--- src/haar_pkg.sv ---
package haar_pkg;

   localparam int win_size    = 8;
   localparam int feature_num = 8;
   localparam int stage_num   = 3;
   localparam int stage_len [stage_num] = '{2, 3, 3};

   typedef logic        [13:0] ii_t;
   typedef logic        [6:0]  addr_t;     // row * 9 + col
   typedef logic signed [2:0]  weight_t;   // 0 marks an unused rectangle
   typedef logic signed [17:0] rsum_t;
   typedef logic signed [19:0] fsum_t;
   typedef logic        [15:0] stddev_t;
   typedef logic signed [9:0]  fthr_t;
   typedef logic signed [9:0]  leaf_t;
   typedef logic signed [13:0] ssum_t;

   typedef struct packed {
      addr_t r0;
      addr_t r1;
      addr_t r2;
   } addr3_t;

   typedef struct packed {
      ii_t d0;
      ii_t d1;
      ii_t d2;
   } din3_t;

   typedef struct packed {
      weight_t w0;
      weight_t w1;
      weight_t w2;
   } wgt3_t;

   // x, y, width, height per rectangle
   localparam int rect_tab [feature_num][3][4] = '{
      '{'{0, 0, 8, 8}, '{0, 0, 8, 4}, '{0, 0, 0, 0}},
      '{'{0, 0, 8, 8}, '{0, 0, 4, 8}, '{0, 0, 0, 0}},
      '{'{0, 0, 8, 6}, '{0, 2, 8, 2}, '{0, 0, 0, 0}},
      '{'{0, 0, 6, 8}, '{2, 0, 2, 8}, '{0, 0, 0, 0}},
      '{'{0, 0, 8, 8}, '{0, 0, 4, 4}, '{4, 4, 4, 4}},
      '{'{2, 2, 4, 4}, '{3, 3, 2, 2}, '{0, 0, 0, 0}},
      '{'{0, 4, 8, 4}, '{0, 4, 8, 2}, '{0, 0, 0, 0}},
      '{'{4, 0, 4, 8}, '{4, 0, 2, 8}, '{0, 0, 0, 0}}
   };

   localparam wgt3_t weight_tab [feature_num] = '{
      '{-3'sd1, 3'sd2, 3'sd0},
      '{-3'sd1, 3'sd2, 3'sd0},
      '{-3'sd1, 3'sd3, 3'sd0},
      '{-3'sd1, 3'sd3, 3'sd0},
      '{-3'sd1, 3'sd2, 3'sd2},
      '{-3'sd1, 3'sd3, 3'sd0},
      '{-3'sd1, 3'sd2, 3'sd0},
      '{-3'sd1, 3'sd2, 3'sd0}
   };

   localparam fthr_t fthr_tab [feature_num] = '{
      10'sd4, 10'sd3, -10'sd2, 10'sd5, 10'sd2, -10'sd3, 10'sd1, 10'sd6
   };

   localparam leaf_t leaf_left_tab [feature_num] = '{
      -10'sd40, -10'sd30, 10'sd25, -10'sd20, 10'sd35, -10'sd15, 10'sd20, -10'sd25
   };

   localparam leaf_t leaf_right_tab [feature_num] = '{
      10'sd60, 10'sd50, -10'sd35, 10'sd40, -10'sd10, 10'sd30, -10'sd20, 10'sd45
   };

   localparam ssum_t sthr_tab [stage_num] = '{14'sd0, 14'sd10, 14'sd5};

   // True when n features complete a stage that is not the last one
   function automatic logic stage_boundary(input int n);
      int   acc;
      logic hit;
      acc = 0;
      hit = 1'b0;
      for (int s = 0; s < stage_num - 1; s++) begin
         acc += stage_len[s];
         if (n == acc) begin
            hit = 1'b1;
         end
      end
      return hit;
   endfunction

endpackage

--- src/rects_mem.sv ---
`timescale 1ns/100ps

module rects_mem
   import haar_pkg::*;
(
   input  logic       clk,
   input  logic       local_rst,
   input  logic       clear,
   output logic       addr_valid,
   input  logic       addr_ready,
   output addr3_t     addr,
   output wgt3_t      wgt,
   output logic [1:0] mark
);

   logic [2:0] feat;
   logic [1:0] corner;   // TL, TR, BL, BR
   logic       armed;    // Low for one cycle after reset or clear
   logic       done;
   logic       fire;
   logic       eor;

   function automatic addr_t corner_addr(input logic [2:0] f, input logic [1:0] c,
                                         input int r);
      int x;
      int y;
      x = rect_tab[f][r][0] + (c[0] ? rect_tab[f][r][2] : 0);
      y = rect_tab[f][r][1] + (c[1] ? rect_tab[f][r][3] : 0);
      return addr_t'(y * (win_size + 1) + x);
   endfunction

   assign addr_valid = armed & ~done;
   assign fire       = addr_valid & addr_ready;

   assign addr.r0 = corner_addr(feat, corner, 0);
   assign addr.r1 = corner_addr(feat, corner, 1);
   assign addr.r2 = corner_addr(feat, corner, 2);
   assign wgt     = weight_tab[feat];

   // The three rectangles run side by side, so rectangle and feature end together
   assign eor  = (corner == 2'd3);
   assign mark = {eor, eor};

   always_ff @(posedge clk) begin
      if (local_rst || clear) begin
         feat   <= '0;
         corner <= '0;
         armed  <= 1'b0;
         done   <= 1'b0;
      end else begin
         armed <= 1'b1;
         if (fire) begin
            corner <= corner + 2'd1;
            if (eor) begin
               if (feat == 3'(feature_num - 1)) begin
                  done <= 1'b1;   // Idle until the next window
               end else begin
                  feat <= feat + 3'd1;
               end
            end
         end
      end
   end

   a_addr_hold: assert property (
      @(posedge clk) disable iff (local_rst || clear)
      (addr_valid && !addr_ready) |=> $stable(addr)
   );

endmodule

--- src/rect_sum.sv ---
`timescale 1ns/100ps

module rect_sum
   import haar_pkg::*;
(
   input  logic    clk,
   input  logic    local_rst,
   input  logic    clear,
   input  logic    din_valid,
   output logic    din_ready,
   input  ii_t     din,
   input  weight_t weight,
   input  logic    last,
   output logic    dout_valid,
   input  logic    dout_ready,
   output rsum_t   dout
);

   logic [1:0] corner;
   rsum_t      acc;
   rsum_t      acc_next;
   logic       fire;

   // Only the closing corner has to wait for the output register
   assign din_ready = ~dout_valid | dout_ready | (corner != 2'd3);
   assign fire      = din_valid & din_ready;

   // Corner signs + - - +
   always_comb begin
      case (corner)
         2'd0:    acc_next = rsum_t'(din);
         2'd3:    acc_next = acc + rsum_t'(din);
         default: acc_next = acc - rsum_t'(din);
      endcase
   end

   always_ff @(posedge clk) begin
      if (local_rst || clear) begin
         corner     <= '0;
         dout_valid <= 1'b0;
      end else begin
         if (fire) begin
            corner <= corner + 2'd1;
         end
         if (fire && last) begin
            dout_valid <= 1'b1;
         end else if (dout_ready) begin
            dout_valid <= 1'b0;
         end
      end
   end

   always_ff @(posedge clk) begin
      if (fire) begin
         acc <= acc_next;
      end
      if (fire && last) begin
         dout <= acc_next * weight;
      end
   end

   // The tag from the FIFO must line up with the local corner count
   a_last_corner: assert property (
      @(posedge clk) disable iff (local_rst || clear)
      fire |-> (last == (corner == 2'd3))
   );

endmodule

--- src/feature_val.sv ---
`timescale 1ns/100ps

module feature_val
   import haar_pkg::*;
(
   input  logic    clk,
   input  logic    local_rst,
   input  logic    clear,
   input  logic    din_valid,
   output logic    din_ready,
   input  fsum_t   din,
   input  logic    stddev_valid,
   output logic    stddev_ready,
   input  stddev_t stddev,
   output logic    dout_valid,
   input  logic    dout_ready,
   output leaf_t   dout
);

   logic               sd_held;
   stddev_t            sd_q;
   logic [2:0]         feat_idx;
   logic signed [26:0] thr_scaled;
   logic               fire;
   logic               sd_fire;

   assign stddev_ready = ~sd_held;
   assign sd_fire      = stddev_valid & stddev_ready;

   // No feature can be scored before the window's stddev is in
   assign din_ready = sd_held & (~dout_valid | dout_ready);
   assign fire      = din_valid & din_ready;

   assign thr_scaled = fthr_tab[feat_idx] * $signed({1'b0, sd_q});

   always_ff @(posedge clk) begin
      if (local_rst || clear) begin
         sd_held    <= 1'b0;
         feat_idx   <= '0;
         dout_valid <= 1'b0;
      end else begin
         if (sd_fire) begin
            sd_held <= 1'b1;
         end
         if (fire) begin
            feat_idx   <= feat_idx + 3'd1;
            dout_valid <= 1'b1;
         end else if (dout_ready) begin
            dout_valid <= 1'b0;
         end
      end
   end

   always_ff @(posedge clk) begin
      if (sd_fire) begin
         sd_q <= stddev;
      end
      if (fire) begin
         dout <= (din < thr_scaled) ? leaf_left_tab[feat_idx] : leaf_right_tab[feat_idx];
      end
   end

endmodule

--- src/stage_sum.sv ---
`timescale 1ns/100ps

module stage_sum
   import haar_pkg::*;
(
   input  logic  clk,
   input  logic  local_rst,
   input  logic  clear,
   input  logic  din_valid,
   output logic  din_ready,
   input  leaf_t din,
   output logic  result_valid,
   input  logic  result_ready,
   output logic  result
);

   typedef enum logic {
      st_run,
      st_done
   } state_t;

   state_t     state;
   logic [1:0] stage_idx;
   logic [1:0] feat_cnt;
   ssum_t      acc;
   ssum_t      acc_next;
   logic       stage_end;
   logic       fire;

   assign din_ready    = (state == st_run);
   assign result_valid = (state == st_done);
   assign fire         = din_valid & din_ready;

   assign acc_next  = acc + ssum_t'(din);
   assign stage_end = (feat_cnt == 2'(stage_len[stage_idx] - 1));

   always_ff @(posedge clk) begin
      if (local_rst || clear) begin
         state     <= st_run;
         stage_idx <= '0;
         feat_cnt  <= '0;
         acc       <= '0;
         result    <= 1'b0;
      end else begin
         case (state)
            st_run: begin
               if (fire && stage_end) begin
                  feat_cnt <= '0;
                  acc      <= '0;
                  if (acc_next < sthr_tab[stage_idx]) begin
                     result <= 1'b0;   // Early reject
                     state  <= st_done;
                  end else if (stage_idx == 2'(stage_num - 1)) begin
                     result <= 1'b1;
                     state  <= st_done;
                  end else begin
                     stage_idx <= stage_idx + 2'd1;
                  end
               end else if (fire) begin
                  feat_cnt <= feat_cnt + 2'd1;
                  acc      <= acc_next;
               end
            end
            st_done: begin
               if (result_ready) begin
                  state <= st_run;
               end
            end
            default: state <= st_run;
         endcase
      end
   end

   a_result_hold: assert property (
      @(posedge clk) disable iff (local_rst)
      (result_valid && !result_ready) |=> (result_valid && $stable(result))
   );

endmodule

--- src/classifier.sv ---
`timescale 1ns/100ps

module classifier
   import haar_pkg::*;
(
   input  logic    clk,
   input  logic    local_rst,
   output logic    addr_valid,
   input  logic    addr_ready,
   output addr3_t  addr,
   input  logic    din_valid,
   output logic    din_ready,
   input  din3_t   din,
   input  logic    stddev_valid,
   output logic    stddev_ready,
   input  stddev_t stddev,
   output logic    result_valid,
   input  logic    result_ready,
   output logic    result
);

   typedef struct packed {
      wgt3_t      wgt;
      logic [1:0] mark;   // {end of feature, end of rectangle}
   } tag_t;

   logic       clear;
   logic       rm_valid;
   logic       rm_ready;
   wgt3_t      rm_wgt;
   logic [1:0] rm_mark;
   tag_t       tag_mem [4];
   tag_t       tag_head;
   logic [1:0] wr_ptr;
   logic [1:0] rd_ptr;
   logic [2:0] tag_cnt;
   logic       tag_full;
   logic       addr_fire;
   logic       din_fire;
   logic [3:0] feat_issued;
   logic [3:0] feat_done;
   logic       feat_stall;
   ii_t        rs_din [3];
   weight_t    rs_wgt [3];
   logic [2:0] rs_din_ready;
   logic [2:0] rs_valid;
   rsum_t      rs_dout [3];
   logic       fsum_load;
   logic       fsum_valid;
   logic       fsum_ready;
   fsum_t      fsum;
   logic       leaf_valid;
   logic       leaf_ready;
   leaf_t      leaf;

   assign clear = result_valid & result_ready;   // Starts the next window

   rects_mem u_rects_mem (
      .clk        (clk),
      .local_rst  (local_rst),
      .clear      (clear),
      .addr_valid (rm_valid),
      .addr_ready (rm_ready),
      .addr       (addr),
      .wgt        (rm_wgt),
      .mark       (rm_mark)
   );

   // Hold off the next stage until the current one is decided
   assign feat_stall = stage_boundary(int'(feat_issued)) &
                       ((feat_done != feat_issued) | result_valid);

   assign tag_full   = (tag_cnt == 3'd4);
   assign rm_ready   = addr_ready & ~tag_full & ~feat_stall;
   assign addr_valid = rm_valid & ~tag_full & ~feat_stall;
   assign addr_fire  = addr_valid & addr_ready;
   assign din_ready  = &rs_din_ready;
   assign din_fire   = din_valid & din_ready;
   assign tag_head   = tag_mem[rd_ptr];

   always_ff @(posedge clk) begin
      if (local_rst || clear) begin
         wr_ptr      <= '0;
         rd_ptr      <= '0;
         tag_cnt     <= '0;
         feat_issued <= '0;
         feat_done   <= '0;
      end else begin
         if (addr_fire) begin
            wr_ptr <= wr_ptr + 2'd1;
         end
         if (din_fire) begin
            rd_ptr <= rd_ptr + 2'd1;
         end
         case ({addr_fire, din_fire})
            2'b10:   tag_cnt <= tag_cnt + 3'd1;
            2'b01:   tag_cnt <= tag_cnt - 3'd1;
            default: tag_cnt <= tag_cnt;
         endcase
         if (addr_fire && rm_mark[1]) begin
            feat_issued <= feat_issued + 4'd1;
         end
         if (leaf_valid && leaf_ready) begin
            feat_done <= feat_done + 4'd1;
         end
      end
   end

   always_ff @(posedge clk) begin
      if (addr_fire) begin
         tag_mem[wr_ptr] <= '{wgt: rm_wgt, mark: rm_mark};
      end
   end

   assign rs_din = '{din.d0, din.d1, din.d2};
   assign rs_wgt = '{tag_head.wgt.w0, tag_head.wgt.w1, tag_head.wgt.w2};

   for (genvar i = 0; i < 3; i++) begin : g_rect
      rect_sum u_rect_sum (
         .clk        (clk),
         .local_rst  (local_rst),
         .clear      (clear),
         .din_valid  (din_fire),   // All three take the triple together
         .din_ready  (rs_din_ready[i]),
         .din        (rs_din[i]),
         .weight     (rs_wgt[i]),
         .last       (tag_head.mark[0]),
         .dout_valid (rs_valid[i]),
         .dout_ready (fsum_load),
         .dout       (rs_dout[i])
      );
   end

   assign fsum_load = (&rs_valid) & (~fsum_valid | fsum_ready);

   always_ff @(posedge clk) begin
      if (local_rst || clear) begin
         fsum_valid <= 1'b0;
      end else if (fsum_load) begin
         fsum_valid <= 1'b1;
      end else if (fsum_ready) begin
         fsum_valid <= 1'b0;
      end
   end

   always_ff @(posedge clk) begin
      if (fsum_load) begin
         fsum <= fsum_t'(rs_dout[0]) + fsum_t'(rs_dout[1]) + fsum_t'(rs_dout[2]);
      end
   end

   feature_val u_feature_val (
      .clk          (clk),
      .local_rst    (local_rst),
      .clear        (clear),
      .din_valid    (fsum_valid),
      .din_ready    (fsum_ready),
      .din          (fsum),
      .stddev_valid (stddev_valid),
      .stddev_ready (stddev_ready),
      .stddev       (stddev),
      .dout_valid   (leaf_valid),
      .dout_ready   (leaf_ready),
      .dout         (leaf)
   );

   stage_sum u_stage_sum (
      .clk          (clk),
      .local_rst    (local_rst),
      .clear        (clear),
      .din_valid    (leaf_valid),
      .din_ready    (leaf_ready),
      .din          (leaf),
      .result_valid (result_valid),
      .result_ready (result_ready),
      .result       (result)
   );

   // Memory must never return more triples than were addressed
   a_din_has_tag: assert property (
      @(posedge clk) disable iff (local_rst || clear)
      din_fire |-> (tag_cnt != 3'd0)
   );

endmodule

--- config.mk ---
export PLATFORM = sky130hd
export DESIGN_NAME = classifier
export DESIGN_NICKNAME = d
export VERILOG_FILES = /design/src/haar_pkg.sv /design/src/rects_mem.sv /design/src/rect_sum.sv /design/src/feature_val.sv /design/src/stage_sum.sv /design/src/classifier.sv
export SDC_FILE = /design/constraint.sdc
export NUM_CORES = 1
export LEC_CHECK = 0
export BUFFER_PORTS_ARGS = -buffer_cell sky130_fd_sc_hd__buf_2
export CORE_MARGIN = 3
export CORE_UTILIZATION = 48
export CTS_CLUSTER_SIZE = 16
export DETAILED_ROUTE_END_ITERATION = 7
export GPL_TIMING_DRIVEN = 0
export PLACE_DENSITY = 0.71
export SETUP_SLACK_MARGIN = 0.5
export SYNTH_ARGS = -nofsm -noshare
export SYNTH_HDL_FRONTEND = slang
export SYNTH_SLANG_ARGS = --single-unit
--- constraint.sdc ---
create_clock -name clk -period 8.6 [get_ports clk]
set_input_delay 0.43 -clock clk [delete_from_list [all_inputs] [get_ports clk]]
set_output_delay 0.43 -clock clk [all_outputs]
set_load 0.03 [all_outputs]
==> flow_metrics.env <==
export IMPL_p_int_mw=3.20
export IMPL_num_vias=17259
export IMPL_synthXorXnorAreaFrac_pct=7.70
export IMPL_yosysSeqAreaShare_pct=26.6
export IMPL_num_rows=78
export IMPL_cp_required_ns=8.90
export IMPL_drc=0
export IMPL_finalHoldViolCount=0
export IMPL_comb_power_share_pct=48.4
export IMPL_fin_nets=3077
export IMPL_worst_slew_pin_slew_ns=1.02
export IMPL_synth_edff_count=161
export IMPL_die_y_microns=223
export IMPL_worstSkewPairLatency_ns=0.57
export IMPL_period_minus_slack_ns=8.04
export IMPL_cts_tree="built"
export IMPL_gp_congestion=0.908
export IMPL_cts_buffer_depth=3
export IMPL_cts_buffers=26
export IMPL_p_sw_mw=1.98
export IMPL_fin_area_sq_um=25800
export IMPL_cp_start_kind="register"
export IMPL_share_seq_of_total_power_pct=29.0
export IMPL_cts_max_level=1
export IMPL_slew_violations=0
export IMPL_grt_pass1_vias=17166
export IMPL_core_area_sq_um=46000
export IMPL_cp_slowest_cell="fa_1"
export IMPL_drtIter0Drc=967
export IMPL_period_share_pct=93.5
export IMPL_root_buffer="clkbuf_16"
export IMPL_power_frac_clock_pct=22.6
export IMPL_swShare_pct=38.2
export IMPL_yosysWarnings=0
export IMPL_areaGrowthSynthToFinish_pct=14.0
export IMPL_crit_path_max_fanout=8
export IMPL_stdcell_count=3155
export IMPL_antenna_found_initial=2
export IMPL_placed_cells=3057
export IMPL_status="completed"
export IMPL_synth_fa_ha_area_share_pct=31.4
export IMPL_synth_seq_cells=220
export IMPL_max_slew_margin_pct=32.2
export IMPL_slowest_delay_ns=0.53
export IMPL_synth_compound_area_share_pct=13.4
export IMPL_grt_max_degree=22
export IMPL_synth_cell_type_count=79
export IMPL_ir_worst_vdd_mv=0.221
export IMPL_grt_pass1_wl_microns=83500
export IMPL_synth_top_family_by_area="adder cells"
export IMPL_synth_simple_area_share_pct=13.1
export IMPL_port_buffers=85
export IMPL_leakagePower_nw=12.0
export IMPL_via_per_inst=5.47
export IMPL_fp_dieArea_sq_um=49700
export IMPL_crit_arrival_ns=8.35
export IMPL_synth_area_per_cell_sq_um=9.53
export IMPL_crit_top_cell="fa_1"
export IMPL_synthFlopType="edfxtp_1"
export IMPL_cts_sinks=220
export IMPL_io_pins=90
export IMPL_antenna_left=0
export IMPL_cap_viol_max_count=0
export IMPL_hp_class="in -> reg"
export IMPL_dr_pass1_iters=6
export IMPL_setup_viol=0
export IMPL_overflow=0
export IMPL_crit_type="reg -> reg"
export IMPL_fmax_mhz=124
export IMPL_crit_path_end_kind="register"
export IMPL_muxShareOfSynthArea_pct=1.87
export IMPL_async_reset_ff_share_pct=0
export IMPL_track_usage_pct=20.0
export IMPL_synthCells=2369
export IMPL_rsz0062_at_grt="true"
export IMPL_wire_per_inst_microns=16.1
export IMPL_clkTransAtPathRegs_ns=0.07
export IMPL_syn_cell_area_sq_um=22600
export IMPL_post_dp_cell_area_sq_um=23800
export IMPL_dp_hpwl_microns=39700
export IMPL_start_util_pct=49.1
export IMPL_layout_drive_gt1_share_pct=12.7
export IMPL_wl_microns=50900
export IMPL_die_w_microns=223
export IMPL_p_per_area_nw_per_um2=201
export IMPL_skew_ns=0.0190
## routing by layer
layer,vias to the layer above,track usage (%),share of wire (%)
met5,-,0,0
met4,0,5.62,2.9
met2,370,34.8,48
met1,8295,26.4,45
li1,8503,-,-
met3,91,2.54,4.1
## what timing repair did
item,4_1_cts,5_1_grt
hold buffers,0,0
endpoints found under the setup margin,7,7
pin swaps,38,77
resized for setup,117,71
setup buffers,25,23
## registers in the layout (all words and copies together), names as in the netlist, 4 cells and up, named ones only
signal / cells
feat_done: 4
feat_issued: 4
fsum: 20
g_rect.u_rect_sum.acc: 53
g_rect.u_rect_sum.corner: 6
g_rect.u_rect_sum.dout: 53
tag_mem: 12
u_feature_val.dout: 7
u_feature_val.sd_q: 16
u_stage_sum.acc: 14
## cell usage after synthesis, drive strengths merged (87+ instances only)
cell    number  area share [%]
a21oi      132             2.9
ha         336              19
edfxtp     161              21
inv        291             4.8
xor2        87             3.4
nor2       213             3.5
o21ai       92             2.0
fa         144              13
xnor2      109             4.2
nand2      130             2.2
## placed cells by master (no fill, tap or decap), drive strengths merged, types with 10 or more instances in the layout
cell	netlist	layout
a211oi	12	12
a21o	59	59
a21oi	132	132
a22oi	10	10
a31oi	21	21
and2	47	47
and3	21	21
buf	10	146
clkbuf	46	74
clkinv	2	10
dfxtp	59	59
edfxtp	161	161
fa	144	144
ha	336	336
inv	291	294
mux2	20	20
mux2i	17	17
nand2	130	130
nand2b	24	24
nand3	23	23
nand4	10	10
nor2	213	213
nor2b	59	59
nor3	48	48
nor4	11	11
o21a	32	32
o21ai	92	92
o21bai	19	19
o31ai	12	12
or3	13	13
xnor2	109	109
xor2	87	87
## kinds of logic (layout without fill, tap and decap cells)
family,count (synthesis),after routing
buf+inv,349,530
other cells,1,6
xor+xnor,197,197
mux,38,38
compound gates,467,467
simple gates,616,616
fa+ha+maj,481,481
flops,220,220
## final timing paths
kind         slack [ns]                endpoint  depth (start not counted)                      start
min reg2reg        0.47        u_rects_mem.done                          2           u_rects_mem.done
max reg2reg        0.56   u_feature_val.dout[5]                         36  u_feature_val.feat_idx[0]
max                0.56   u_feature_val.dout[5]                         36  u_feature_val.feat_idx[0]
min                0.03  u_feature_val.sd_q[11]                          1                 stddev[11]
## through the flow
step | worst slack, ns | util (%) | setup TNS, ns | power (mW) | hold slack (ns)
after global routing | 0.341 | 56.0 | 0 | 5.58 | 0.0112
after CTS | 0.505 | 55.1 | 0 | 5.19 | 0.00340
after floorplan | 0.501 | - | 0 | 3.43 | 0.428
after global placement | -0.836 | 51.7 | -4.55 | 3.91 | 0.445
final | 0.556 | 56.0 | 0 | 5.18 | 0.0343
after detailed placement | -0.955 | 51.7 | -5.29 | 3.98 | 0.449
## layout make-up
cell class / instances / area, sq um
fillers: 3862 / 20200
multi-input cells: 1803 / 15700
flip-flops and latches: 220 / 6020
inverters: 293 / 1140
repair buffers: 133 / 830
well taps: 600 / 751
clock buffers: 31 / 701
plain buffers: 56 / 355
clock inverters: 17 / 210
diodes: 2 / 5.00
## power by group through the flow
stage | sequential (mW) | combinational, mW | clock (mW)
floorplan | 1.49 | 1.94 | 0
global placement | 1.52 | 2.39 | 0
detailed placement | 1.52 | 2.45 | 0
CTS | 1.50 | 2.49 | 1.20
global route | 1.51 | 2.83 | 1.23
finish | 1.50 | 2.51 | 1.17
## worst max-delay path, delay by kind of cell (launching register included)
| family | cells | cell delay, ns |
|---|---|---|
| fa+ha+maj | 8 | 3.25 |
| compound gates | 12 | 2.22 |
| flops | 1 | 0.36 |
| simple gates | 5 | 0.73 |
| xor+xnor | 1 | 0.22 |
| buf+inv | 10 | 0.99 |
No activity file was read; power rests on OpenSTA's default activity.
